$ cat src/fetch_settings.svh
`ifndef FETCH_SETTINGS_SVH
`define FETCH_SETTINGS_SVH

// entries in each of the four halfword banks
// any power of two of 4 or more works
`define FETCH_BUF_LINES 16

// number of 64-bit words in the unified memory
`define FETCH_MEM_WORDS 256

// first fetch pc after reset
`define FETCH_RESET_PC 32'h0000_0000

`endif
$ cat src/fetch_pkg.sv
`include "fetch_settings.svh"

package fetch_pkg;

  localparam int buf_aw = $clog2(`FETCH_BUF_LINES);
  localparam int mem_aw = $clog2(`FETCH_MEM_WORDS);

  typedef struct packed {
    logic req;
    logic we;
    logic [mem_aw-1:0] addr;  // word index into the memory
    logic [63:0] wdata;
  } mem_req_t;

  typedef struct packed {
    logic valid;
    logic [63:0] rdata;
  } mem_rsp_t;

  typedef struct packed {
    logic valid;
    logic [31:0] pc;  // bits 2:1 are only set on the first line of a stream
    logic [63:0] data;
  } fetch_line_t;

  typedef struct packed {
    logic [31:0] pc;  // line pc with the offset of this halfword filled in
    logic [15:0] half;
  } half_entry_t;

  typedef struct packed {
    logic [3:0] we;
    logic [buf_aw-1:0] waddr;
    half_entry_t [3:0] wdata;
    logic [3:0][buf_aw-1:0] raddr;
  } bank_wr_t;

  typedef struct packed {
    half_entry_t [3:0] rdata;
  } bank_rd_t;

  typedef struct packed {
    logic valid;
    logic [31:0] pc;
    logic [31:0] instr;
  } issue_slot_t;

  typedef struct packed {
    logic [15:0] hi;
    logic [15:0] lo;
  } instr_half_t;

  typedef union packed {
    logic [31:0] raw;
    instr_half_t half;
  } instr_word_u;

endpackage

$ cat src/inst_bank.sv
`timescale 1ns/1ps
`include "fetch_settings.svh"

module inst_bank (
  input logic clock,
  input fetch_pkg::bank_wr_t bank_wr,
  output fetch_pkg::bank_rd_t bank_rd
);

  // bank b holds halfword b of every buffered line
  fetch_pkg::half_entry_t bank [4][`FETCH_BUF_LINES];

  always_ff @(posedge clock) begin
    for (int b = 0; b < 4; b++) begin
      if (bank_wr.we[b]) begin
        bank[b][bank_wr.waddr] <= bank_wr.wdata[b];
      end
    end
  end

  // each bank has its own read address so a window can start at any halfword
  always_comb begin
    for (int b = 0; b < 4; b++) begin
      if (bank_wr.we[b] && bank_wr.raddr[b] == bank_wr.waddr) begin
        bank_rd.rdata[b] = bank_wr.wdata[b];  // the line written on this edge
      end else begin
        bank_rd.rdata[b] = bank[b][bank_wr.raddr[b]];
      end
    end
  end

endmodule

$ cat config.mk
export PLATFORM = sky130hd
export DESIGN_NAME = inst_bank
export DESIGN_NICKNAME = d
export VERILOG_FILES = /design/src/fetch_pkg.sv /design/src/inst_bank.sv
export VERILOG_INCLUDE_DIRS = /design/src
export SDC_FILE = /design/constraint.sdc
export NUM_CORES = 2
export LEC_CHECK = 0
export ABC_CLOCK_PERIOD_IN_PS = 6000
export BUFFER_PORTS_ARGS = -buffer_cell sky130_fd_sc_hd__clkbuf_2
export CORE_ASPECT_RATIO = 1.2
export CORE_UTILIZATION = 55
export DETAILED_ROUTE_END_ITERATION = 8
export PLACE_DENSITY_LB_ADDON = 0.25
export SLEW_MARGIN = 40
export SYNTH_ARGS = -nofsm -noshare
export SYNTH_HDL_FRONTEND = slang
export SYNTH_SLANG_ARGS = --single-unit
$ cat constraint.sdc
create_clock -name clock -period 6 [get_ports clock]
set_input_delay 1.8 -clock clock [delete_from_list [all_inputs] [get_ports clock]]
set_output_delay 1.8 -clock clock [all_outputs]
set_load 0.01 [all_outputs]
# == Word level (Yosys, flattened, before mapping) ==
# Memories as Yosys holds them, arrays and structs flattened.
# Cells that the tools add are included.
# word_totals
ram_bits,3072
ff_bits,0
inputBits,217
output_inout_bits,192
n_memories,1
wordCells,47
# mem_list
name,depth,width,read_ports,rd_ports_with_merged_regs,wr,line,rtl
bank,4,768,4,0,4,inst_bank.sv:11,fetch_pkg::half_entry_t bank [4][`FETCH_BUF_LINES];
# op_classes
muxes,26
bitwise,5
magnitude_cmp,6
eq_ne,4
reduce_logical,5
# op_table
op,n
768-bit two-way mux,4
48-bit binary-select mux with 4-bit select,4
48-bit two-way mux,13
48-bit demux with 4-bit select,1
5-bit greater-or-equal comparator (second input constant),5
4-bit NOT with 5-bit output,5
4-bit equality test,4
1-bit logical AND,5
5-bit by 1-bit less-than comparator with 1-bit output (second input constant),1
1-bit two-way mux,4

# == Logic depth before layout (Yosys ltp) ==
# depth
word_depth,6
mapped_depth,7
mapped_depth_nobuf,4

# == Worst setup path before layout ==
# No wires, ideal clock.
# synth_path
kind,input to output
startpoint,in bank_wr[12] (netlist bit)
endpoint,out bank_rd[170] (netlist bit)
cell_stages,7
required_ns,4.200
arrival_time_ns,3.500
slack_ns,0.700
path_buffers,3
path_cell_list,clkbuf_1 -> buf_4 -> buf_2 -> mux4_2 -> a22oi_1 -> nand2_1 -> mux2_2
# synth_lines
item,line,rtl
start: declaration,inst_bank.sv:6,"input fetch_pkg::bank_wr_t bank_wr,"
end: declaration,inst_bank.sv:7,output fetch_pkg::bank_rd_t bank_rd

==> impl_metrics.py <==
metrics = {
    "clocking": {
        "holdBufCountCts": 0,
        "htree_levels": 5,
        "cts_buffers": 306,
        "post_cts_buffers": 0,
        "cts_tree": "yes",
        "cts_sinks": 3072,
        "clkSlewWorstSetupHoldPaths_ns": 0.07,
        "cts-root-buf": "clkbuf_16",
        "cts_resized": 0,
        "clockBufferDepth": 4,
    },
    "global_route": {
        "gr-total-overflow": 0,
        "grt_pass1_wl_mm": 396.2,
        "antenna_found_initial": 5,
        "grt_max_degree": 49,
        "track_usage_pct": 25.65,
        "grt_pass1_vias": 57358,
    },
    "timing": {
        "tightest_slew_ns": 0.8443,
        "final.min_clock_period_ns": 5.696,
        "rsz0062_at_grt": "no",
        "slew_viol_final": 0,
        "maxSlewHeadroom_pct": 43.71,
        "fmax_mhz": 175.6,
        "setup_viol": 0,
        "finalHoldViolCount": 0,
        "period_share_pct": 94.94,
        "fin_setup_tns_ns": 0,
    },
    "status": {
        "violations": "design-rule violations",
        "status": "finished, violations left",
    },
    "logic_synthesis": {
        "synth_nets": 5227,
        "ys_ff_latch": 3072,
        "ys_seq_area_share_pct": 78.58,
        "yosysWarnings": 0,
        "yosysUniqueCellTypes": 18,
        "netlist_area_mm2": 0.1174,
        "synth_cells": 5010,
        "syn_area_per_cell_um2": 23.43,
    },
    "power_and_ir_drop": {
        "clkPwrFrac_pct": 40.1,
        "internal_power_uw": 35450,
        "powerDensity_mw_per_mm2": 332.3,
        "combPwrFrac_pct": 6.0,
        "ir_drop_uv": 321.6,
        "p_sw_uw": 9345,
        "leakagePower_uw": 0.04342,
        "sequentialPowerShare_pct": 53.9,
        "switching_share_pct": 20.86,
        "power_uw": 44790,
    },
    "finish": {
        "regArea_mm2": 0.09225,
        "largest_register": "bank",
        "fillers": 13937,
        "multi_input_area_mm2": 0.02416,
        "final_core_util_pct": 63.57,
        "largest_register_ffs": 3072,
        "design_area_mm2": 0.1348,
        "nets": 5912,
        "drive_above_1_share_pct": 35.70,
        "largestRegisters": "bank: 3072 flops",
        "mostFrequentLayoutCell": "edfxtp_1",
        "final_cell_mix": "edfxtp_1 (3072), mux4_2 (772), clkbuf_2 (400)",
        "syn_to_final_growth_pct": 14.82,
        "finalNonFillerCells": 8716,
    },
    "critical_path": {
        "critical_path.max_fanout": 17,
        "crit_chain": "buf_8 -> buf_4 -> mux4_2 -> a22oi_1 -> nand2_1 -> mux2_2 -> clkbuf_2",
        "crit_required_ns": 4.20,
        "max_stage_delay_ns": 0.55,
        "crit_type": "input port to output port",
        "crit_arrival_ns": 3.90,
        "cp_slowest_cell": "a22oi_1",
        "crit_path_end_kind": "output port",
        "critPathLaunchType": "input port",
        "crit_start": "bank_wr[4]",
    },
    "hold_path": {
        "hp-start": "bank_wr[50]",
        "worst_hold_path_type": "input port to flop",
    },
    "detailed_routing": {
        "route.detailed.drc": 28,
        "viasPerCell": 6.404,
        "vias": 55817,
        "initialDrtViolationCount": 5922,
        "drtAntennaViolNets": 0,
        "drt_pass1_iterations": 8,
        "wire_per_inst_um": 31.34,
        "finalWirelength_mm": 273.2,
    },
    "die": {
        "core_mm2": 0.2120,
        "dieArea_mm2": 0.2153,
        "io-pin-count": 409,
        "placementRows": 185,
        "initial_core_util_pct": 55.37,
        "die_height_um": 508.1,
        "die_w_um": 423.7,
    },
    "placement": {
        "placed_cell_area_mm2": 0.1256,
        "place_inst": 8191,
        "dp_hpwl_mm": 154.7,
        "place_congestion": 0.7654,
        "port_buffers": 408,
    },
    "flow_run": {
        "cap_violations": 0,
    },
}
-- through the flow --
step	worst slack (ns)	hold WS, ns
4_1_cts	0.3192	1.179
2_1_floorplan	0.6995	1.899
3_5_place_dp	0.3285	2.214
3_3_place_gp	0.3368	2.198
6_report	0.3039	1.245
5_1_grt	0.2315	1.239
-- power by group through the flow --
stage                     registers, uW  logic (uW)  clock network, uW
after floorplan                   24600        1490                  0
after detailed placement          24600        2730                  0
after global placement            24600        2650                  0
after global routing              24200        2880              19000
after CTS                         24200        2740              18200
final                             24100        2700              17900
-- final timing paths --
check,end,slack (ns),depth (start not counted)
worst max-delay path,bank_rd[54],0.30,7
worst min-delay path,bank[0][34]$_DFFE_PP_,1.24,1
-- Yosys cell counts (all sizes together) --
| master | n | area, um^2 |
|---|---|---|
| nor2 | 13 | 48.80 |
| nand2b | 4 | 25.02 |
| clkbuf | 138 | 518.0 |
| a22oi | 376 | 2823 |
| and2 | 68 | 425.4 |
| xnor2 | 4 | 35.03 |
| xor2 | 12 | 105.1 |
| nor2b | 8 | 50.05 |
| buf | 146 | 773.2 |
| nand2 | 194 | 728.2 |
| mux4 | 772 | 17390 |
| nor4 | 5 | 31.28 |
| mux2 | 192 | 2162 |
| edfxtp | 3072 | 92250 |
| nor3 | 6 | 30.03 |
-- layout make-up --
type | count | share of cell area [%]
tap | 2805 | 2.604
antenna | 1 | 0.001856
clock buffer | 373 | 5.931
multi-input combinational | 1654 | 17.93
clock inverter | 150 | 0.8976
timing repair buffer | 661 | 4.203
sequential | 3072 | 68.44
-- metal layers --
| layer | up-vias | global-route usage (%) | share of wire [%] |
|---|---|---|---|
| li1 | 22868 | - | - |
| met1 | 30035 | 36.13 | 40 |
| met2 | 2531 | 42.58 | 51 |
| met3 | 377 | 4.120 | 7.7 |
| met4 | 6 | 6.137 | 2.1 |
| met5 | - | 0 | 0.011 |
-- logic make-up (layout without fill, tap and decap cells) --
group           Yosys count  after routing  share of synthesized area, %
xor+xnor                 16             16                        0.1194
buf+inv                 284           1184                         1.100
compound gates          376            376                         2.405
other cells               0              1                             0
flops                  3072           3072                         78.58
simple gates            298            298                         1.140
mux                     964            964                         16.65
-- worst max-delay path, delay by kind of cell --
| kind | cells | cell delay, ns |
|---|---|---|
| multiplexers | 2 | 0.82 |
| buffers and inverters | 3 | 0.60 |
| AO/OA/AOI/OAI | 1 | 0.55 |
| AND/OR/NAND/NOR | 1 | 0.10 |
Note: power is estimated with default switching activity, not from simulation.
