File: src/fetch_settings.svh
`ifndef FETCH_SETTINGS_SVH
`define FETCH_SETTINGS_SVH

// entries in each of the four halfword banks
// any power of two of 4 or more works
`define FETCH_BUF_LINES 16

// number of 64-bit words in the unified memory
`define FETCH_MEM_WORDS 256

// first fetch pc after reset
`define FETCH_RESET_PC 32'h0000_0000

`endif
File: src/fetch_pkg.sv
`include "fetch_settings.svh"

package fetch_pkg;

  localparam int buf_aw = $clog2(`FETCH_BUF_LINES);
  localparam int mem_aw = $clog2(`FETCH_MEM_WORDS);

  typedef struct packed {
    logic req;
    logic we;
    logic [mem_aw-1:0] addr;  // word index into the memory
    logic [63:0] wdata;
  } mem_req_t;

  typedef struct packed {
    logic valid;
    logic [63:0] rdata;
  } mem_rsp_t;

  typedef struct packed {
    logic valid;
    logic [31:0] pc;  // bits 2:1 are only set on the first line of a stream
    logic [63:0] data;
  } fetch_line_t;

  typedef struct packed {
    logic [31:0] pc;  // line pc with the offset of this halfword filled in
    logic [15:0] half;
  } half_entry_t;

  typedef struct packed {
    logic [3:0] we;
    logic [buf_aw-1:0] waddr;
    half_entry_t [3:0] wdata;
    logic [3:0][buf_aw-1:0] raddr;
  } bank_wr_t;

  typedef struct packed {
    half_entry_t [3:0] rdata;
  } bank_rd_t;

  typedef struct packed {
    logic valid;
    logic [31:0] pc;
    logic [31:0] instr;
  } issue_slot_t;

  typedef struct packed {
    logic [15:0] hi;
    logic [15:0] lo;
  } instr_half_t;

  typedef union packed {
    logic [31:0] raw;
    instr_half_t half;
  } instr_word_u;

endpackage

File: src/inst_align.sv
`timescale 1ns/1ps
`include "fetch_settings.svh"

module inst_align (
  input logic clock,
  input logic reset,
  input fetch_pkg::fetch_line_t line,
  input logic clear,
  input logic issue_stall,
  output fetch_pkg::bank_wr_t bank_wr,
  input fetch_pkg::bank_rd_t bank_rd,
  output fetch_pkg::issue_slot_t slot0,
  output fetch_pkg::issue_slot_t slot1,
  output logic fetch_full
);

  localparam int aw = fetch_pkg::buf_aw;
  localparam int cap = 4 * `FETCH_BUF_LINES;  // capacity in halfwords

  logic [aw-1:0] wid_q;  // next line slot to write
  logic [aw+1:0] rid_q;  // next halfword to issue
  logic [aw+2:0] count_q;  // halfwords held
  logic first_q;  // the next line opens a new stream

  logic wr;
  logic [1:0] skip;
  logic [2:0] fill;
  logic [aw+1:0] rid;
  logic [aw+2:0] count;
  fetch_pkg::half_entry_t [3:0] win;
  fetch_pkg::instr_word_u [2:0] word;
  logic [2:0] comp;
  logic [1:0] len0;
  logic [1:0] len1;
  logic v0;
  logic v1;
  logic [2:0] used;

  always_comb begin
    wr = line.valid & ~clear;
    skip = (wr && first_q) ? line.pc[2:1] : 2'd0;  // halfwords before the redirect target
    fill = wr ? 3'd4 - {1'b0, skip} : 3'd0;
    rid = rid_q + {{aw{1'b0}}, skip};  // rid_q is zero while first_q is set
    count = count_q + {{aw{1'b0}}, fill};  // an arriving line counts at once

    bank_wr.we = {4{wr}};
    bank_wr.waddr = wid_q;
    for (int k = 0; k < 4; k++) begin
      bank_wr.wdata[k].pc = {line.pc[31:3], k[1:0], 1'b0};
      bank_wr.wdata[k].half = line.data[16*k +: 16];
      // banks below the window start are read from the following line
      bank_wr.raddr[k] = rid[aw+1:2] + aw'(k < rid[1:0]);
    end

    for (int k = 0; k < 4; k++) begin
      win[k] = bank_rd.rdata[2'(rid[1:0] + k)];
    end

    for (int k = 0; k < 3; k++) begin
      word[k].half.lo = win[k].half;
      word[k].half.hi = win[k+1].half;
      comp[k] = ~&word[k].raw[1:0];
    end

    len0 = comp[0] ? 2'd1 : 2'd2;
    len1 = comp[len0] ? 2'd1 : 2'd2;

    // the count is tested first so halfwords not yet written are never decoded
    v0 = (count > 0) && (comp[0] || count > 1);
    v1 = v0 && (count > len0) && (comp[len0] || count > len0 + 1);
    if (issue_stall || clear) begin
      v0 = 1'b0;
      v1 = 1'b0;
    end

    used = (v0 ? {1'b0, len0} : 3'd0) + (v1 ? {1'b0, len1} : 3'd0);
  end

  always_comb begin
    slot0.valid = v0;
    slot0.pc = '1;
    slot0.instr = '0;
    if (v0) begin
      slot0.pc = win[0].pc;
      slot0.instr = comp[0] ? {16'h0000, word[0].half.lo} : word[0].raw;
    end

    slot1.valid = v1;
    slot1.pc = '1;
    slot1.instr = '0;
    if (v1) begin
      slot1.pc = win[len0].pc;
      slot1.instr = comp[len0] ? {16'h0000, word[len0].half.lo} : word[len0].raw;
    end
  end

  always_ff @(posedge clock) begin
    if (!reset || clear) begin
      wid_q <= '0;
      rid_q <= '0;
      count_q <= '0;
      first_q <= 1'b1;
    end else begin
      if (wr) begin
        wid_q <= wid_q + 1'b1;
        first_q <= 1'b0;
      end
      rid_q <= rid + {{(aw-1){1'b0}}, used};
      count_q <= count - {{aw{1'b0}}, used};
    end
  end

  // leaves room for the one line that may still be in flight
  assign fetch_full = count_q > cap - 8;

endmodule

File: config.mk
export PLATFORM = sky130hd
export DESIGN_NAME = inst_align
export DESIGN_NICKNAME = d
export VERILOG_FILES = /design/src/fetch_pkg.sv /design/src/inst_align.sv
export VERILOG_INCLUDE_DIRS = /design/src
export SDC_FILE = /design/constraint.sdc
export NUM_CORES = 1
export LEC_CHECK = 0
export BUFFER_PORTS_ARGS = -buffer_cell sky130_fd_sc_hd__buf_2
export CAP_MARGIN = 20
export CORE_AREA = 3 3 246 248
export DETAILED_ROUTE_END_ITERATION = 10
export DIE_AREA = 0 0 249 251
export PLACE_DENSITY = 0.41
export SYNTH_ARGS = -nofsm -noshare
export SYNTH_HDL_FRONTEND = slang
export SYNTH_SLANG_ARGS = --single-unit
File: constraint.sdc
create_clock -name clock -period 7.15 [get_ports clock]
set_clock_uncertainty 0.15 [all_clocks]
set_input_delay 0.715 -clock clock [delete_from_list [all_inputs] [get_ports clock]]
set_output_delay 0.715 -clock clock [all_outputs]
set_load 0.05 [all_outputs]
# == Word level (Yosys, flattened, before mapping) ==
# Index checks and enable logic that the tools add are counted.
# word_totals
regBits,18
inputBits,293
out_inout_bits,347
elab_cells,74
# classes
addsub,14
magnitude_cmp,13
muxes,26
bitwise_logic,2
reduce_logical,15
# ops
cell,count
$bmux W48 S2,5
$mux W48,5
$mux W64,2
$mux W32,3
$bmux W32 S2,1
$lt A2 B3 Y1 const B,5
$gt A7 B1 Y1 const B,2
$add A4 B1 Y4,3
$mux W2,5
$add A7 B3 Y7,1
$gt A7 B2 Y1,1
$gt A7 B3 Y1,1
$gt A7 B6 Y1 const B,1
$sub A7 B3 Y7,1
$add A6 B2 Y6,1
$add A6 B3 Y6,1
$reduce_and A2 Y1,3
$add A2 B2 Y2 const B,2
$add A4 B1 Y4 const B,1
$logic_and A1 B1 Y1,4
$logic_not A1 Y1,4
$logic_or A1 B1 Y1,4
$lt A1 B2 Y1 const A,2
$add A2 B1 Y3 const B,1
9 further kinds,11

# == Depth between registers and ports, before layout ==
# Gate-level depths: netlist of the first run.
# logic_depth
depth_word,18
ltp_mapped,25
ltp_nobuf,20

# == Worst setup path before layout of the first run ==
# No wires, ideal clock.
# synth_path
path_kind,input-to-reg
start,in line[96] in the netlist's numbering
end,reg rid_q[5]
setup_ns,0.128
arrival_time_ns,6.341
t_required_ns,6.872
path_slack_ns,0.531
path_stages,22
n_path_buf,3
path_cell_list,nor2b_1 and3_1 ha_1 fa_1 buf_2 mux4_2 nand2_4 clkbuf_1 ha_1 nor2b_1 o21ai_0 nor3_1 o311ai_2 buf_6 inv_1 fa_1 ha_1 a21o_1 maj3_1 o211ai_1 xnor2_1 nor2_1
# synth_via
elab_chain_cells,17
elab_cells_between_ends,41
classes_between,add/sub: 8; order compare: 4; mux: 16; bitwise: 1; reduce/logical: 12
# synth_lines
item,line,rtl
start: declaration,inst_align.sv:7,"input fetch_pkg::fetch_line_t line,"
$and A1 B1 Y1 *,inst_align.sv:40,wr = line.valid & ~clear;
"parallel branches: the longest is 15 deep, another holds $gt A7 B3 Y1",--,
$add A6 B3 Y6 *,inst_align.sv:108,"rid_q <= rid + {{(aw-1){1'b0}}, used};"
end signal: assignment,inst_align.sv:108,
end: declaration,inst_align.sv:21,logic [aw+1:0] rid_q;
# Mark *: on every way between the ends. The select of a mux whose other input is x is not followed.
# A chain may end at the register's enable or synchronous reset.

==> results of run 1 <==
-- kinds of logic after synthesis --
logic type,share of synthesized area
adder cells (fa/ha/maj),0.04838
AND/OR/NAND/NOR,0.1637
other,0.0008907
flip-flops,0.04274
multiplexers,0.4511
buffers and inverters,0.2242
AO/OA/AOI/OAI,0.04407
XOR/XNOR,0.02493
-- power groups by stage --
stage | Combinational, mW | Sequential [mW] | Clock, mW
final | 2.21 | 0.125 | 0.127
after global routing | 2.39 | 0.127 | 0.136
after CTS | 2.26 | 0.125 | 0.134
after detailed placement | 2.26 | 0.127 | 0
after global placement | 2.25 | 0.127 | 0
after floorplan | 1.91 | 0.125 | 0
-- final cells by class --
class | instances | area (sq um)
fillers | 6557 | 48810
multi-input cells | 569 | 6287
repair buffers | 375 | 2107
well taps | 773 | 967.2
flip-flops and latches | 18 | 360.3
clock buffers | 4 | 88.84
inverters | 16 | 61.31
diodes | 1 | 2.502
-- worst max-delay path, stage by stage --
cell and delay [ns]:
buf_2 0.14, nor2b_1 0.46, and3_1 0.27, ha_4 0.14
fa_4 0.66, mux4_2 0.54, nand2_4 0.14, ha_1 0.24
nor2b_1 0.13, o21ai_0 0.16, buf_4 0.17, or3_1 0.17
o2111a_1 0.93, nor3_1 0.11, buf_4 0.19, buf_12 0.14
-- cell usage after synthesis, drive strengths merged --
cell type and number:
or2 2, a22oi 1, and3b 1, and2 22
inv 16, o2111ai 2, a22o 1, xor2 14
o21ai 5, conb 2, nand4 36, o2111a 1
a311oi 1, xnor2 10, and3 20, o21a 1
clkbuf 26, o211ai 2, a21boi 1, o31ai 2
a2bb2oi 2, maj3 2, dfxtp 18, mux2i 20
o21bai 1, nand2b 35, o2bb2ai 1, a21oi 22
ha 23, nand2 105, o311ai 1, nor2 22
nor3 19, buf 242, a211oi 1, mux4 160
a21o 4, fa 5, or3 1, nand3 7
nor2b 4
-- registers in the layout, summed over array words and instances (netlist names) --
signal and cells:
wid_q 4, first_q 1, count_q 7, rid_q 6
-- layer usage --
metal,part of all wire,wire [um],vias up
met5,0.0015,49,-
met4,0.046,1547,2
met3,0.079,2658,115
met2,0.49,16580,375
met1,0.38,12680,3631
li1,-,-,3257
-- worst max-delay path by stage --
stage,end,slack [ns]
floorplan,rid_q[5],0.53
global placement,rid_q[5],0.84
detailed placement,count_q[5],0.76
CTS,slot1[1],0.89
global route,count_q[5],0.44
finish,slot1[1],0.95
-- per-stage QoR --
step	total power [mW]	cell area (sq um)	hold WS (ns)	cells
6_report	2.464	9874	0.3427	1756
3_5_place_dp	2.383	9783	0.3332	1751
3_3_place_gp	2.377	9783	0.3336	1751
5_1_grt	2.655	9874	0.3976	1756
4_1_cts	2.522	9872	0.3432	1755
2_1_floorplan	2.032	8469	0.3081	871
==> out/qor.txt, run 1 <==
switching share of power - 0.5825
Gate power share - 0.898
Netlist cell types - 52
area leader, netlist - mux4_2
die area - 62500 sq um
Max Slew Vio Count - 0
period utilisation layout - 0.8673
area share of the leading cell type in the synthesized netlist - 0.4274
reg-to-reg slack, setup - 1.71 ns
worst relative slew slack - 0.2792
CP Class - input port to primary output
Hold Path Origin - first_q
global routing usage on met2 - 0.1783
net switching power - 1.436 mW
Tightest Pin Transition - 1.081 ns
CTS root buf - clkbuf_16
Cell Rows - 89
final hold violations - 0
Via density - 4.203
largest net degree at the start of global routing - 63
Starting Density - 0.1437
nets - 1304
reg2reg start - first_q
Max Fclk - 161.3 MHz
Final Util - 0.1683
synthesis-stage register bit count - 18
clock-pin slew on the worst setup and hold paths - 0.05 ns
routed len/inst - 19.08 um
final setup TNS - 0 ns
area growth from synthesis to layout - 17.11%
clk_lat worst skew - 0.25 ns
initial antenna violation count - 3
status - finished clean
Final setup viols - 0
remaining antenna violation count - 0
CTS Buf Count - 3
sequential fraction of the synthesis area - 0.04274
Worst Setup End Kind - primary output
Iteration-0 DRC Markers - 355
wire length of the first global-routing pass - 49.36 mm
M3 GR Usage - 0.02473
maximum vdd ir drop - 117.5 uV
Leak - 3.947 nW
clk buf depth - 2
critical path data arrival time - 5.34 ns
cell internal pwr - 1.029 mW
HPWL Detailed - 27.75 mm
commonest non-fill, non-tap cell in the layout - buf_2
GR Overflow Total - 0
Worst setup startpoint - line[96]
RSZ-0062 raised after global routing - no
Clock Sinks - 18
CTS tree - yes
WL final - 33.51 mm
routability cong. - 0.7970
post-CTS sizing - 0
Syn Inst Count - 861
DRT Pass-1 Iters - 5
Worst Hold Depth - 2
Ports - 640
worst r2r dst - count_q[5]
share of power burned in registers - 0.051
Critical Path Fanout Max - 17
PD cells - 249.6 nW/um^2
H-tree Lvls - 1
Hold EP - first_q
r2r worst-path depth - 20
largest cells by area after synthesis - mux4_2 43%, buf_4 18%, nand2_1 4.6%
Total GRT Usage - 0.1007
CP Data Required Time - 6.28 ns
hold crit path type - flip-flop to flip-flop
M1 GR Usage - 0.1161
min cycle time layout - 6.201 ns
crit start category - input port
Vias - 7380
Post-CTS Setup Repair Bufs - 0
maxcap violations - 0
hold_buf cts - 0
mean post-synth cell area - 9.793 sq um
port bufs - 353
vias in the first global route - 7775
Clock power frac - 0.051
Core ar. - 58690 sq um
Cell Area, Synth - 8432 sq um
pre-CTS setup slack - 0.7645 ns
most frequent cells in the layout - 343 x buf_2, 160 x mux4_2, 104 x nand2_1
post-route setup slack - 0.9487 ns
synth warn - 0
# DRC - 0
layout cell share with drive strength beyond 1 - 0.5713
Die Span Y - 251 um
Top Usage Layer GRT - met2
die extent in x - 249 um
Power figures use the tool's default switching activity.
==> inputs of run 2 (changes only) <==
GPL_TIMING_DRIVEN = 0   (was not set)
==> run 2 against run 1 <==
Net effect:
- non-clock buffer count up 427
- highest routed layer unchanged
- largest cell class unchanged
- global-route usage increased by 4.8 points
- hold slack better by 0.025 ns
==> out/qor.txt, run 2 (synthesis gave the netlist of run 1 again) <==
CTS tree - yes
CTS Buf Count - 3 (unchanged)
Most flops, register - count_q
nets - 1731 (+33%)
layout cell share with drive strength beyond 1 - 0.6849 (+0.1136)
crit start category - input port
Worst setup startpoint - line[96]
hold_buf cts - 0 (unchanged)
# DRC - 0 (unchanged)
critical path cell sequence - buf_2 -> nor2b_4 -> and3_1 -> ha_1 -> fa_2 -> clkbuf_4 -> mux4_2 -> nand2_8 -> buf_4 -> ha_1 -> nor2b_1 -> o21ai_2 -> nor3_1 -> o311ai_4 -> buf_6 -> inv_1 -> fa_1 -> inv_1 -> ha_1 -> nor2b_1 -> o31ai_1 -> o2111ai_1 -> o211ai_1 -> mux2i_1
routability cong. - 0.8690 (+9.0%)
clk_lat worst skew - 0.25 ns (about the same)
Cell Rows - 89 (unchanged)
DRT Pass-1 Iters - 4 (-1)
Total Power - 2.969 mW (+20%)
routed len/inst - 22.54 um (+18%)
Hold Path Origin - first_q
Worst Setup End Kind - flip-flop
Slowest-stage cell, CP - fa_2
Final Util - 0.2095 (+0.04121)
most frequent cells in the layout - 561 x buf_2, 208 x buf_4, 160 x mux4_2
largest net degree at the start of global routing - 20 (-68%)
hold crit path type - flip-flop to flip-flop
clock-pin slew on the worst setup and hold paths - 0.06 ns (about the same)
largest registers - count_q (7), rid_q (6), wid_q (4)
WHS - 0.3678 ns (+0.02505 ns)
final instance count without filler cells - 2186 (+24%)
Starting Density - 0.1437 (unchanged)
Die Span Y - 251 um (unchanged)
maxcap violations - 0 (unchanged)
CP Class - input port to flip-flop
Ports - 640 (unchanged)
Total GRT Usage - 0.1486 (+0.04786)
CP Data Required Time - 7.19 ns (+0.91 ns)
Top Family by Delay on Critical Path - adder cells
Tightest Pin Transition - 1.054 ns (-0.02766 ns)
critical path data arrival time - 6.74 ns (+1.40 ns)
vias in the first global route - 9417 (+21%)
status - finished clean
most frequent CP cell - ha_1
buffers plus inverters on the worst setup path - 6 (+2)
period utilisation layout - 0.9380 (+0.07067)
die area - 62500 sq um (unchanged)
HPWL Detailed - 41.58 mm (+50%)
die extent in x - 249 um (unchanged)
Iteration-0 DRC Markers - 411 (+16%)
Via density - 4.231 (+0.67%)
max reg flops - 7 (unchanged)
fillers - 6492 (-0.99%)
initial antenna violation count - 20 (+17)
reg2reg start - first_q
port bufs - 533 (+51%)
Final setup viols - 0 (unchanged)
commonest non-fill, non-tap cell in the layout - buf_2
CTS root buf - clkbuf_16
Max Fclk - 149.1 MHz (-7.5%)
Vias - 9249 (+25%)
Core ar. - 58690 sq um (unchanged)
Clock Sinks - 18 (unchanged)
worst relative slew slack - 0.2976 (+0.01844)
Max Slew Vio Count - 0 (unchanged)
maximum vdd ir drop - 89.66 uV (-24%)
wire length of the first global-routing pass - 68.33 mm (+38%)
WL final - 49.27 mm (+47%)
area growth from synthesis to layout - 45.79%
final hold violations - 0 (unchanged)
placed cell area - 12120 sq um (+24%)
Critical Path Fanout Max - 11 (-6)
H-tree Lvls - 1 (unchanged)
min cycle time layout - 6.707 ns (+0.5053 ns)
dpl cells - 2178 (+24%)
max incr delay on CP - 0.65 ns (-0.28 ns)
Leak - 5.728 nW (+45%)
RSZ-0062 raised after global routing - no
clk buf depth - 2 (unchanged)
GR Overflow Total - 0 (unchanged)
remaining antenna violation count - 0 (unchanged)
post-route cell area - 12290 sq um (+24%)
PD cells - 241.5 nW/um^2 (-3.2%)
-- run 2: cell count changes in the layout (fill, tap and decap cells not counted), sizes merged --
cell | before | now
inv | 15 | 16
diode | 1 | 4
clkinv | 1 | 0
buf | 375 | 776
clkbuf | 4 | 30
-- run 2: final cells by class --
type                    instances  area, sq um  area share
diodes                          4        10.01   0.0008143
repair buffers                536         2705      0.2201
flip-flops and latches         18        360.3     0.02931
clock buffers                   4        88.84    0.007226
multi-input cells             569         6257      0.5090
well taps                     773        967.2     0.07868
inverters                      16        60.06    0.004886
plain buffers                 266         1844      0.1500
-- run 2: path summary, 6_finish.rpt --
check	slack [ns]	depth (start not counted)	to
max	0.44	24	count_q[5]
min	0.37	2	first_q
min reg2reg	0.37	2	first_q
max reg2reg	0.92	22	count_q[5]
-- run 2: timing repair --
action	in CTS	in global routing
setup buffers	1	0
resized for setup	14	9
setup endpoints to repair	88	6
pin swaps	1	0
-- run 2: power by group --
part	internal, mW	total (mW)	switching, mW
Sequential	0.112	0.125	0.0128
Clock	0.0853	0.127	0.0421
Combinational	0.937	2.72	1.78
Total	1.13	2.97	1.83
-- run 2: stage by stage --
step	setup TNS [ns]	worst slack [ns]
finish	0	0.4434
global route	0	0.04261
CTS	0	0.02704
detailed placement	-64.52	-1.511
global placement	-63.71	-1.436
floorplan	0	0.5312
-- run 2: worst min-delay path, delay by kind of cell, from the launching register on --
family                 cells  cell delay (ns)
DFF                        1             0.32
AOI/OAI and AO/OA          1             0.08
buffers and inverters      1             0.05
-- run 2: routing by layer --
layer  part of all wire  track usage  up-vias
li1                   -            -     4122
met3              0.090      0.05235       63
met4              0.016      0.02718       26
met5             0.0037            0        -
met1               0.37       0.1632     4553
met2               0.52       0.2774      485
