`src/fetch_settings.svh`:
```
`ifndef FETCH_SETTINGS_SVH
`define FETCH_SETTINGS_SVH

// entries in each of the four halfword banks
// any power of two of 4 or more works
`define FETCH_BUF_LINES 16

// number of 64-bit words in the unified memory
`define FETCH_MEM_WORDS 256

// first fetch pc after reset
`define FETCH_RESET_PC 32'h0000_0000

`endif
```
`src/fetch_pkg.sv`:
```
`include "fetch_settings.svh"

package fetch_pkg;

  localparam int buf_aw = $clog2(`FETCH_BUF_LINES);
  localparam int mem_aw = $clog2(`FETCH_MEM_WORDS);

  typedef struct packed {
    logic req;
    logic we;
    logic [mem_aw-1:0] addr;  // word index into the memory
    logic [63:0] wdata;
  } mem_req_t;

  typedef struct packed {
    logic valid;
    logic [63:0] rdata;
  } mem_rsp_t;

  typedef struct packed {
    logic valid;
    logic [31:0] pc;  // bits 2:1 are only set on the first line of a stream
    logic [63:0] data;
  } fetch_line_t;

  typedef struct packed {
    logic [31:0] pc;  // line pc with the offset of this halfword filled in
    logic [15:0] half;
  } half_entry_t;

  typedef struct packed {
    logic [3:0] we;
    logic [buf_aw-1:0] waddr;
    half_entry_t [3:0] wdata;
    logic [3:0][buf_aw-1:0] raddr;
  } bank_wr_t;

  typedef struct packed {
    half_entry_t [3:0] rdata;
  } bank_rd_t;

  typedef struct packed {
    logic valid;
    logic [31:0] pc;
    logic [31:0] instr;
  } issue_slot_t;

  typedef struct packed {
    logic [15:0] hi;
    logic [15:0] lo;
  } instr_half_t;

  typedef union packed {
    logic [31:0] raw;
    instr_half_t half;
  } instr_word_u;

endpackage

```
`src/mem_arbiter.sv`:
```
`timescale 1ns/1ps

module mem_arbiter (
  input logic clock,
  input logic reset,
  input fetch_pkg::mem_req_t data_req,
  input fetch_pkg::mem_req_t fetch_req,
  output logic fetch_grant,
  output fetch_pkg::mem_req_t mem_req,
  input fetch_pkg::mem_rsp_t mem_rsp,
  output fetch_pkg::mem_rsp_t data_rsp,
  output fetch_pkg::mem_rsp_t fetch_rsp
);

  logic [1:0] owner_q;  // bit 0 is the data port, bit 1 the fetch unit, zero when idle

  assign fetch_grant = fetch_req.req & ~data_req.req;  // the data port always wins

  always_comb begin
    if (data_req.req) begin
      mem_req = data_req;
    end else begin
      mem_req = fetch_req;
    end
  end

  always_ff @(posedge clock) begin
    if (!reset) begin
      owner_q <= 2'b00;
    end else begin
      owner_q <= {fetch_grant, data_req.req};
    end
  end

  // the memory answers one cycle later, so the registered owner steers the response
  always_comb begin
    data_rsp.valid = mem_rsp.valid & owner_q[0];
    data_rsp.rdata = mem_rsp.rdata;
    fetch_rsp.valid = mem_rsp.valid & owner_q[1];
    fetch_rsp.rdata = mem_rsp.rdata;
  end

endmodule

```
`config.mk`:
```
export PLATFORM = sky130hd
export DESIGN_NAME = mem_arbiter
export DESIGN_NICKNAME = d
export VERILOG_FILES = /design/src/fetch_pkg.sv /design/src/mem_arbiter.sv
export VERILOG_INCLUDE_DIRS = /design/src
export SDC_FILE = /design/constraint.sdc
export NUM_CORES = 1
export LEC_CHECK = 0
export BUFFER_PORTS_ARGS = -buffer_cell sky130_fd_sc_hd__buf_2
export CORE_AREA = 5 5 159 161
export DETAILED_ROUTE_END_ITERATION = 7
export DIE_AREA = 0 0 164 166
export GPL_TIMING_DRIVEN = 1
export PLACE_DENSITY = 0.45
export RECOVER_POWER = 25
export SLEW_MARGIN = 0
export SYNTH_ARGS = -nofsm -noshare
export SYNTH_HDL_FRONTEND = slang
export SYNTH_SLANG_ARGS = --single-unit
```
`constraint.sdc`:
```
create_clock -name clock -period 1.6 [get_ports clock]
set_input_delay 0.32 -clock clock [delete_from_list [all_inputs] [get_ports clock]]
set_output_delay 0.32 -clock clock [all_outputs]
set_load 0.02 [all_outputs]
```
; Yosys cells after proc, flatten, opt, wreduce, memory -nomap -nowiden
; Index checks and enable logic that the tools add are counted.
[totals]
reg_bits = 2
in_bits = 215
out_inout_bits = 205
wordCells = 6
[classes]
muxes = 1
bitwise = 4
[ops]
columns = cell, count
row1 = 2-to-1 mux 74 bit, 1
row2 = AND 1 bit, 3
row3 = NOT 1 bit, 1

; Longest topological paths before layout
; Gate-level depths: netlist of run 1.
[logic_depth]
depth_word = 2
ltp_mapped = 4
ltp_nobuf = 1

; Worst setup path before layout of run 1
; No wires, ideal clock.
[synth_timing]
path_kind = input port to output port
start = input port data_req[73] in the netlist's numbering
end = output port mem_req[46] in the netlist's numbering
arrival_time_ns = 1.039
t_required_ns = 1.280
slack_ns = 0.241
path_stages = 4
n_path_buf = 3
path_cell_list = buf_6 -> buf_6 -> buf_6 -> mux2_4
[synth_lines]
columns = element, line
row1 = from (decl), mem_arbiter.sv:6  ; input fetch_pkg::mem_req_t data_req,
row2 = to (decl), mem_arbiter.sv:9  ; output fetch_pkg::mem_req_t mem_req,

==> report_table.html, run 1 <==
<table>
<tr><th>Metric</th><th>Value</th></tr>
<tr><th colspan="2">Outcome</th></tr>
<tr><td>Outcome</td><td>finished, final reports clean</td></tr>
<tr><th colspan="2">CTS</th></tr>
<tr><td>Deepest level of the CTS H-tree</td><td>1</td></tr>
<tr><td>TritonCTS clock tree</td><td>done</td></tr>
<tr><td>Clock root buffer master</td><td>sky130_fd_sc_hd__clkbuf_16</td></tr>
<tr><td>Clock sink count</td><td>2</td></tr>
<tr><td>CTS Hold Bufs</td><td>0</td></tr>
<tr><td>Clock-pin transition on the worst setup and hold timing paths</td><td>0.03 ns</td></tr>
<tr><td>Number of buffers created by CTS</td><td>3</td></tr>
<tr><td>Worst-case clock buffer depth</td><td>2</td></tr>
<tr><th colspan="2">Timing</th></tr>
<tr><td>Number of max-slew violations in the final report</td><td>0</td></tr>
<tr><td>Fmax</td><td>643 MHz</td></tr>
<tr><td>Post-layout worst setup margin</td><td>0.0442 ns</td></tr>
<tr><td>Minimum clock period</td><td>1.56 ns</td></tr>
<tr><td>Fraction of the cycle the final worst path needs</td><td>0.972</td></tr>
<tr><td>Hold Slack</td><td>approximately 0.32 ns</td></tr>
<tr><td>Actual transition at the worst max-transition pin</td><td>around 0.25 ns</td></tr>
<tr><td>Total setup violations reported at the end of the flow</td><td>0</td></tr>
<tr><td>Final total negative setup slack</td><td>0 ns</td></tr>
<tr><td>RSZ-0062 raised after global routing</td><td>no</td></tr>
<tr><td>Number of hold violations in the final report</td><td>0</td></tr>
<tr><td>Max transition margin</td><td>0.835</td></tr>
<tr><th colspan="2">Final layout</th></tr>
<tr><td>Number of standard cells in the final layout excluding fillers</td><td>637</td></tr>
<tr><td>Regs by FF count</td><td>owner_q: 2 flops</td></tr>
<tr><td>Area added between synthesis and finish</td><td>31.3%</td></tr>
<tr><td>Number of flip-flops in the largest register</td><td>2</td></tr>
<tr><td>Ratio of cells with drive above 1 in the final layout</td><td>0.974</td></tr>
<tr><td>Nets</td><td>530</td></tr>
<tr><td>Largest reg by FF count</td><td>owner_q</td></tr>
<tr><td>Count of inserted antenna diode cells</td><td>0</td></tr>
<tr><th colspan="2">Route</th></tr>
<tr><td>1st-iter DRT viols</td><td>25</td></tr>
<tr><td>Detail-routed via count per cell</td><td>2.76</td></tr>
<tr><td>Mean routed wirelength per cell</td><td>11.8 um</td></tr>
<tr><td>Final Routed Wirelength</td><td>7530 um</td></tr>
<tr><td>Iteration count of the initial detailed-routing pass</td><td>2</td></tr>
<tr><td>Antenna-violating nets left</td><td>0</td></tr>
<tr><td>Number of DRC violations after detailed routing</td><td>0</td></tr>
<tr><td>Routed vias</td><td>1,759</td></tr>
<tr><th colspan="2">Floorplanning</th></tr>
<tr><td>Row cnt</td><td>57</td></tr>
<tr><td>Die height</td><td>166 um</td></tr>
<tr><td>Area inside the core boundary</td><td>23,800 um^2</td></tr>
<tr><td>Die footprint</td><td>27,200 um^2</td></tr>
<tr><td>DIE WIDTH</td><td>between 150 and 200 um</td></tr>
<tr><td>Initial standard-cell utilization of the core</td><td>0.0855</td></tr>
<tr><td>IO Pins</td><td>420</td></tr>
<tr><th colspan="2">Synth</th></tr>
<tr><td>Fraction of the mapped netlist area in adder cells</td><td>0</td></tr>
<tr><td>Area fraction in compound gates after synthesis</td><td>0</td></tr>
<tr><td>Post-synthesis cell type with the largest combined area</td><td>sky130_fd_sc_hd__buf_4</td></tr>
<tr><td>Post-Synth XOR/XNOR Area</td><td>0</td></tr>
<tr><td>Count of mapped cells out of synthesis</td><td>218</td></tr>
<tr><td>Sequential-to-total area share from yosys stat</td><td>0.0197</td></tr>
<tr><td>Post-synth net total</td><td>~430</td></tr>
<tr><td>Top-count cell post-synth</td><td>sky130_fd_sc_hd__buf_4</td></tr>
<tr><td>Mux cell area share after synthesis</td><td>0.451</td></tr>
<tr><td>Area fraction in and, or, nand and nor cells after synthesis</td><td>0.0197</td></tr>
<tr><td>Count of flip-flops with a built-in enable after synthesis</td><td>0</td></tr>
<tr><td>Top cells by area, synth</td><td>sky130_fd_sc_hd__buf_4 (47%), sky130_fd_sc_hd__mux2_2 (26%), sky130_fd_sc_hd__mux2_4 (19%)</td></tr>
<tr><td>Dominant combinational cell family by area after synthesis</td><td>buffers and inverters</td></tr>
<tr><td>Area fraction of the dominant cell type after synthesis</td><td>0.472</td></tr>
<tr><td>Distinct cells, synth</td><td>10</td></tr>
<tr><td>Commonest cells post-synth</td><td>sky130_fd_sc_hd__buf_4 (128), sky130_fd_sc_hd__mux2_2 (47), sky130_fd_sc_hd__mux2_4 (26), sky130_fd_sc_hd__buf_6 (5), sky130_fd_sc_hd__buf_2 (4)</td></tr>
<tr><td>Cell area after technology mapping</td><td>2040 um^2</td></tr>
<tr><td>#FFs+latches synth</td><td>2</td></tr>
<tr><td>Predominant post-synthesis flop cell</td><td>sky130_fd_sc_hd__dfxtp_1</td></tr>
<tr><td>Async set-or-reset flop fraction in the synthesized netlist</td><td>0</td></tr>
<tr><td>Number of warning messages in the yosys log</td><td>0</td></tr>
<tr><td>Average size of a mapped cell</td><td>9.34 um^2</td></tr>
<tr><th colspan="2">Worst setup path</th></tr>
<tr><td>Delay of the slowest cell on the worst path</td><td>0.36 ns</td></tr>
<tr><td>Crit path DAT</td><td>1.24 ns</td></tr>
<tr><td>Type of origin of the critical path</td><td>input port</td></tr>
<tr><td>Cell chain of the critical path</td><td>buf_4 -&gt; buf_16 -&gt; mux2_2 -&gt; buf_2</td></tr>
<tr><td>Critical setup path kind</td><td>in2out</td></tr>
<tr><td>Required time of the critical path</td><td>between 1 and 1.5 ns</td></tr>
<tr><td>Sort of element at the end of the critical path</td><td>output port</td></tr>
<tr><td>Slowest stage cell, crit path</td><td>sky130_fd_sc_hd__mux2_2</td></tr>
<tr><td>Kind of cell adding the most delay to the critical path</td><td>buffers and inverters</td></tr>
<tr><td>CP Max Fanout</td><td>41</td></tr>
<tr><td>Buffer and inverter count on the worst path</td><td>3</td></tr>
<tr><th colspan="2">GRT</th></tr>
<tr><td>Residual overflow from global routing</td><td>0</td></tr>
<tr><td>First-pass GRT wire length</td><td>between 9000 and 10,000 um</td></tr>
<tr><td>Pin count of the biggest net entering global routing</td><td>42</td></tr>
<tr><td>Overall global routing resource usage</td><td>0.0470</td></tr>
<tr><td>Initial antenna violation count</td><td>0</td></tr>
<tr><td>Number of global-route vias before repair</td><td>1,840</td></tr>
<tr><th colspan="2">Pwr</th></tr>
<tr><td>PwrDens</td><td>~450 nW/um^2</td></tr>
<tr><td>Switching Share</td><td>0.362</td></tr>
<tr><td>Share of power burned in combinational logic</td><td>0.646</td></tr>
<tr><td>Internal</td><td>about 0.77 mW</td></tr>
<tr><td>Sequential cell fraction of total power</td><td>0.044</td></tr>
<tr><td>Total leakage power</td><td>roughly 1.4 nW</td></tr>
<tr><td>Net switching power</td><td>0.440 mW</td></tr>
<tr><td>Share of total power in the clock network</td><td>0.311</td></tr>
<tr><td>Worst VDD drop</td><td>0.293 mV</td></tr>
<tr><th colspan="2">Placement</th></tr>
<tr><td>Routability congestion estimate</td><td>0.675</td></tr>
<tr><td>Dpl hpwl</td><td>~6800 um</td></tr>
<tr><td>Number of instances in the placed design</td><td>634</td></tr>
<tr><td>Port Buffer Count</td><td>227</td></tr>
<tr><td>Worst slack at placement</td><td>between 0.01 and 0.015 ns</td></tr>
<tr><th colspan="2">Job</th></tr>
<tr><td>Maxcap violations</td><td>0</td></tr>
<tr><th colspan="2">Min path</th></tr>
<tr><td>Class of the tightest hold or removal check</td><td>in2reg</td></tr>
</table>
==> per-layer routing <==
layer  global-route usage  wire, um  vias up
li1                     -         -      784
met1               0.0558      2860      727
met2               0.0597      2760      237
met3               0.0434      1800        9
met4              0.00912        46        2
met5               0.0273        54        -
==> logic make-up after synthesis <==
family / Yosys count
mux: 73
flops: 2
simple gates: 6
buf+inv: 137
==> worst paths after layout <==
kind              cells past startpoint    startpoint          end  slack, ns
setup / recovery                      4  data_req[73]  mem_req[71]       0.04
hold / removal                        2         reset   owner_q[0]       0.32
==> cell type report <==
type                    instances  area (um^2)
well taps                     324          405
repair buffers                229         1190
clock buffers                   3         75.1
multi-input cells              79          967
flip-flops and latches          2         40.0
fillers                      2789        21100
==> power groups by stage <==
stage / registers (mW) / clock network, mW / logic [mW]
5_1_grt: 0.0533 / 0.388 / 0.842
3_3_place_gp: 0.0537 / 0 / 0.784
4_1_cts: 0.0532 / 0.386 / 0.788
2_1_floorplan: 0.0535 / 0 / 0.920
6_report: 0.0532 / 0.377 / 0.783
3_5_place_dp: 0.0538 / 0 / 0.785
==> cell usage in the layout (no fill, tap or decap), drive strengths merged <==
master,Yosys,layout
dfxtp,2,2
mux2,73,73
and3b,1,1
or2,1,1
nor2b,1,1
buf,137,229
and2,3,3
clkbuf,0,3
==> metrics by stage <==
stage               total power, mW  utilization  instance area [um^2]
floorplan                     0.974            -                  2040
global placement              0.838        0.108                  2580
global route                   1.28        0.112                  2670
finish                         1.21        0.112                  2670
CTS                            1.23        0.112                  2660
detailed placement            0.839        0.108                  2580
==> what timing repair did <==
action,in CTS,in global routing
resized for setup,0,3
setup buffers,0,0
endpoints found under the setup margin,0,2
No activity file was read; power rests on OpenSTA's default activity.
==> inputs of run 2 (changes only) <==
--- a/config.mk
+++ b/config.mk
@@ -7,12 +7,14 @@
 export NUM_CORES = 1
 export LEC_CHECK = 0
 export BUFFER_PORTS_ARGS = -buffer_cell sky130_fd_sc_hd__buf_2
+export CAP_MARGIN = 0
 export CORE_AREA = 5 5 159 161
 export DETAILED_ROUTE_END_ITERATION = 7
 export DIE_AREA = 0 0 164 166
 export GPL_TIMING_DRIVEN = 1
 export PLACE_DENSITY = 0.45
 export RECOVER_POWER = 25
+export SETUP_SLACK_MARGIN = 0.4
 export SLEW_MARGIN = 0
 export SYNTH_ARGS = -nofsm -noshare
 export SYNTH_HDL_FRONTEND = slang
==> constraint.sdc (replaced) <==
create_clock -name clock -period 1.6 [get_ports clock]
set_input_delay 0.32 -clock clock [delete_from_list [all_inputs] [get_ports clock]]
set_output_delay 0.32 -clock clock [all_outputs]
set_load 0.005 [all_outputs]
==> report_table.html, run 2 (synthesized netlist as in run 1, its figures left out) <==
<table>
<tr><th>Metric</th><th>Value</th></tr>
<tr><th colspan="2">Timing</th></tr>
<tr><td>Fraction of the cycle the final worst path needs</td><td>0.876 (-0.0964)</td></tr>
<tr><td>RSZ-0062 raised after global routing</td><td>yes</td></tr>
<tr><td>Post-layout worst setup margin</td><td>0.198 ns (+0.154 ns)</td></tr>
<tr><td>Fmax</td><td>713 MHz (+11%)</td></tr>
<tr><td>Actual transition at the worst max-transition pin</td><td>0.101 ns (-0.147 ns)</td></tr>
<tr><td>Number of max-slew violations in the final report</td><td>0 (unchanged)</td></tr>
<tr><td>Final total negative setup slack</td><td>0 ns (unchanged)</td></tr>
<tr><td>Minimum clock period</td><td>1.40 ns (-0.154 ns)</td></tr>
<tr><td>Max transition margin</td><td>0.933 (+0.0980)</td></tr>
<tr><td>Total setup violations reported at the end of the flow</td><td>0 (unchanged)</td></tr>
<tr><td>Number of hold violations in the final report</td><td>0 (unchanged)</td></tr>
<tr><th colspan="2">Route</th></tr>
<tr><td>Antenna-violating nets left</td><td>0 (unchanged)</td></tr>
<tr><td>Final Routed Wirelength</td><td>10,200 um (+36%)</td></tr>
<tr><td>Number of DRC violations after detailed routing</td><td>0 (unchanged)</td></tr>
<tr><td>DR WL met3</td><td>1790 um (-0.72%)</td></tr>
<tr><td>Routed vias</td><td>1,909 (+8.5%)</td></tr>
<tr><td>Detail-routed via count per cell</td><td>2.93 (+6.2%)</td></tr>
<tr><td>Iteration count of the initial detailed-routing pass</td><td>4 (+2)</td></tr>
<tr><td>Highest metal layer with signal wires</td><td>met5</td></tr>
<tr><td>Met2 Wirelength</td><td>4620 um (+67%)</td></tr>
<tr><td>1st-iter DRT viols</td><td>35 (+40%)</td></tr>
<tr><td>Mean routed wirelength per cell</td><td>15.7 um (+33%)</td></tr>
<tr><td>Wire length on met1</td><td>3710 um (+29%)</td></tr>
<tr><th colspan="2">Placement</th></tr>
<tr><td>Worst slack at placement</td><td>0.0320 ns (+0.0195 ns)</td></tr>
<tr><td>Port Buffer Count</td><td>227 (unchanged)</td></tr>
<tr><td>Dpl hpwl</td><td>7080 um (+3.5%)</td></tr>
<tr><td>Number of instances in the placed design</td><td>634 (unchanged)</td></tr>
<tr><td>Area of placed instances</td><td>2580 um^2 (unchanged)</td></tr>
<tr><td>Routability congestion estimate</td><td>0.689 (+2.1%)</td></tr>
<tr><th colspan="2">Final layout</th></tr>
<tr><td>Final design instance area without fill</td><td>3470 um^2 (+30%)</td></tr>
<tr><td>Highest-count cells in the layout ignoring fill and taps</td><td>sky130_fd_sc_hd__buf_2 (176), sky130_fd_sc_hd__mux2_4 (59), sky130_fd_sc_hd__buf_6 (51), sky130_fd_sc_hd__mux2_2 (14), sky130_fd_sc_hd__clkbuf_16 (13)</td></tr>
<tr><td>Regs by FF count</td><td>owner_q: 2 flops</td></tr>
<tr><td>Most common cell after layout, fill and taps aside</td><td>sky130_fd_sc_hd__buf_2</td></tr>
<tr><td>Area added between synthesis and finish</td><td>70.6%</td></tr>
<tr><td>Number of standard cells in the final layout excluding fillers</td><td>651 (+2.2%)</td></tr>
<tr><td>Ratio of cells with drive above 1 in the final layout</td><td>0.976 (+0.00109)</td></tr>
<tr><td>Final core utilization</td><td>0.146 (+0.0336)</td></tr>
<tr><td>Largest reg by FF count</td><td>owner_q</td></tr>
<tr><td>Number of flip-flops in the largest register</td><td>2 (unchanged)</td></tr>
<tr><td>Nets</td><td>544 (+2.6%)</td></tr>
<tr><td>Count of inserted antenna diode cells</td><td>0 (unchanged)</td></tr>
<tr><th colspan="2">Worst setup path</th></tr>
<tr><td>Cell chain of the critical path</td><td>clkbuf_16 -&gt; buf_16 -&gt; mux2_4 -&gt; buf_6</td></tr>
<tr><td>Buffer and inverter count on the worst path</td><td>3 (unchanged)</td></tr>
<tr><td>Sort of element at the end of the critical path</td><td>output port</td></tr>
<tr><td>Type of origin of the critical path</td><td>input port</td></tr>
<tr><td>Crit path DAT</td><td>1.08 ns (-0.16 ns)</td></tr>
<tr><td>CP Max Fanout</td><td>5 (-88%)</td></tr>
<tr><td>Slowest stage cell, crit path</td><td>sky130_fd_sc_hd__mux2_4</td></tr>
<tr><td>Kind of cell adding the most delay to the critical path</td><td>buffers and inverters</td></tr>
<tr><td>Required time of the critical path</td><td>1.28 ns (about the same)</td></tr>
<tr><td>Delay of the slowest cell on the worst path</td><td>0.34 ns (-0.02 ns)</td></tr>
<tr><td>Critical setup path kind</td><td>in2out</td></tr>
<tr><th colspan="2">GRT</th></tr>
<tr><td>Number of global-route vias before repair</td><td>1,953 (+6.1%)</td></tr>
<tr><td>Pin count of the biggest net entering global routing</td><td>20 (-52%)</td></tr>
<tr><td>Residual overflow from global routing</td><td>0 (unchanged)</td></tr>
<tr><td>Initial antenna violation count</td><td>2 (+2)</td></tr>
<tr><td>Overall global routing resource usage</td><td>0.0558 (+0.00880)</td></tr>
<tr><td>First-pass GRT wire length</td><td>11,700 um (+17%)</td></tr>
<tr><th colspan="2">Min path</th></tr>
<tr><td>Destination of the worst hold path</td><td>owner_q[0]</td></tr>
<tr><td>Class of the tightest hold or removal check</td><td>in2reg</td></tr>
<tr><td>WHS Path Cells</td><td>2 (unchanged)</td></tr>
<tr><td>Critical hold path startpoint</td><td>reset</td></tr>
<tr><th colspan="2">Job</th></tr>
<tr><td>Maxcap violations</td><td>0 (unchanged)</td></tr>
<tr><th colspan="2">Pwr</th></tr>
<tr><td>PwrDens</td><td>386 nW/um^2 (-15%)</td></tr>
<tr><td>Worst VDD drop</td><td>0.311 mV (+6.2%)</td></tr>
<tr><td>Total leakage power</td><td>1.82 nW (+30%)</td></tr>
<tr><th colspan="2">CTS</th></tr>
<tr><td>Worst-case clock buffer depth</td><td>2 (unchanged)</td></tr>
<tr><td>Clock sink count</td><td>2 (unchanged)</td></tr>
<tr><td>Deepest level of the CTS H-tree</td><td>1 (unchanged)</td></tr>
<tr><td>Number of setup buffers added after CTS</td><td>0 (unchanged)</td></tr>
<tr><td>TritonCTS clock tree</td><td>done</td></tr>
<tr><td>Clock root buffer master</td><td>sky130_fd_sc_hd__clkbuf_16</td></tr>
<tr><td>Clock-pin transition on the worst setup and hold timing paths</td><td>0.03 ns (about the same)</td></tr>
<tr><td>CTS Hold Bufs</td><td>0 (unchanged)</td></tr>
<tr><td>Number of buffers created by CTS</td><td>3 (unchanged)</td></tr>
<tr><th colspan="2">Outcome</th></tr>
<tr><td>Outcome</td><td>finished, final reports clean</td></tr>
<tr><th colspan="2">Floorplanning</th></tr>
<tr><td>DIE WIDTH</td><td>164 um (unchanged)</td></tr>
<tr><td>Die footprint</td><td>27,200 um^2 (unchanged)</td></tr>
<tr><td>Row cnt</td><td>57 (unchanged)</td></tr>
<tr><td>Initial standard-cell utilization of the core</td><td>0.0855 (unchanged)</td></tr>
<tr><td>IO Pins</td><td>420 (unchanged)</td></tr>
<tr><td>Area inside the core boundary</td><td>23,800 um^2 (unchanged)</td></tr>
<tr><td>Die height</td><td>166 um (unchanged)</td></tr>
</table>
-- run 2: cell types whose count changed in the layout (fill, tap and decap cells not counted), sizes merged --
cell,change
buf,+4
clkbuf,+10
-- run 2: metal layers --
layer	vias to the layer above	GRT usage
li1	816	-
met1	836	0.0671
met2	245	0.0789
met3	10	0.0452
met4	2	0.00656
met5	-	0.00909
-- run 2: layout make-up --
| type | instances | area (um^2) |
|---|---|---|
| sequential | 2 | 40.0 |
| timing repair buffer | 243 | 1870 |
| clock buffer | 3 | 75.1 |
| multi-input combinational | 79 | 1080 |
| tap | 324 | 405 |
| fill | 2741 | 20300 |
-- run 2: report_power, final --
part / leakage, nW / switching [mW] / internal (mW)
sequential: 0.0166 / 0.000423 / 0.0526
clock: 0.0370 / 0.0523 / 0.318
combinational: 1.76 / 0.289 / 0.630
total: 1.82 / 0.342 / 1.00
-- run 2: how the worst max path moves through the flow --
| stage | start | end | slack (ns) | cells past startpoint |
|---|---|---|---|---|
| floorplan | data_req[73] | mem_req[46] | 0.29 | 4 |
| global placement | data_req[73] | mem_req[9] | 0.03 | 4 |
| detailed placement | data_req[73] | mem_req[9] | 0.03 | 4 |
| CTS | data_req[73] | mem_req[0] | 0.11 | 4 |
| global route | data_req[73] | mem_req[0] | 0.19 | 4 |
| finish | data_req[73] | mem_req[0] | 0.20 | 4 |
-- run 2: repair_timing --
item                       4_1_cts  5_1_grt
gates resized for setup          8       86
gates cloned                     3       11
setup endpoints to repair       75       74
-- run 2: metrics by stage --
| stage | total power, mW | hold slack, ns |
|---|---|---|
| after floorplan | 0.589 | 0.447 |
| after global placement | 0.669 | 0.546 |
| after detailed placement | 0.671 | 0.544 |
| after CTS | 1.09 | 0.321 |
| after global routing | 1.43 | 0.332 |
| final | 1.34 | 0.321 |
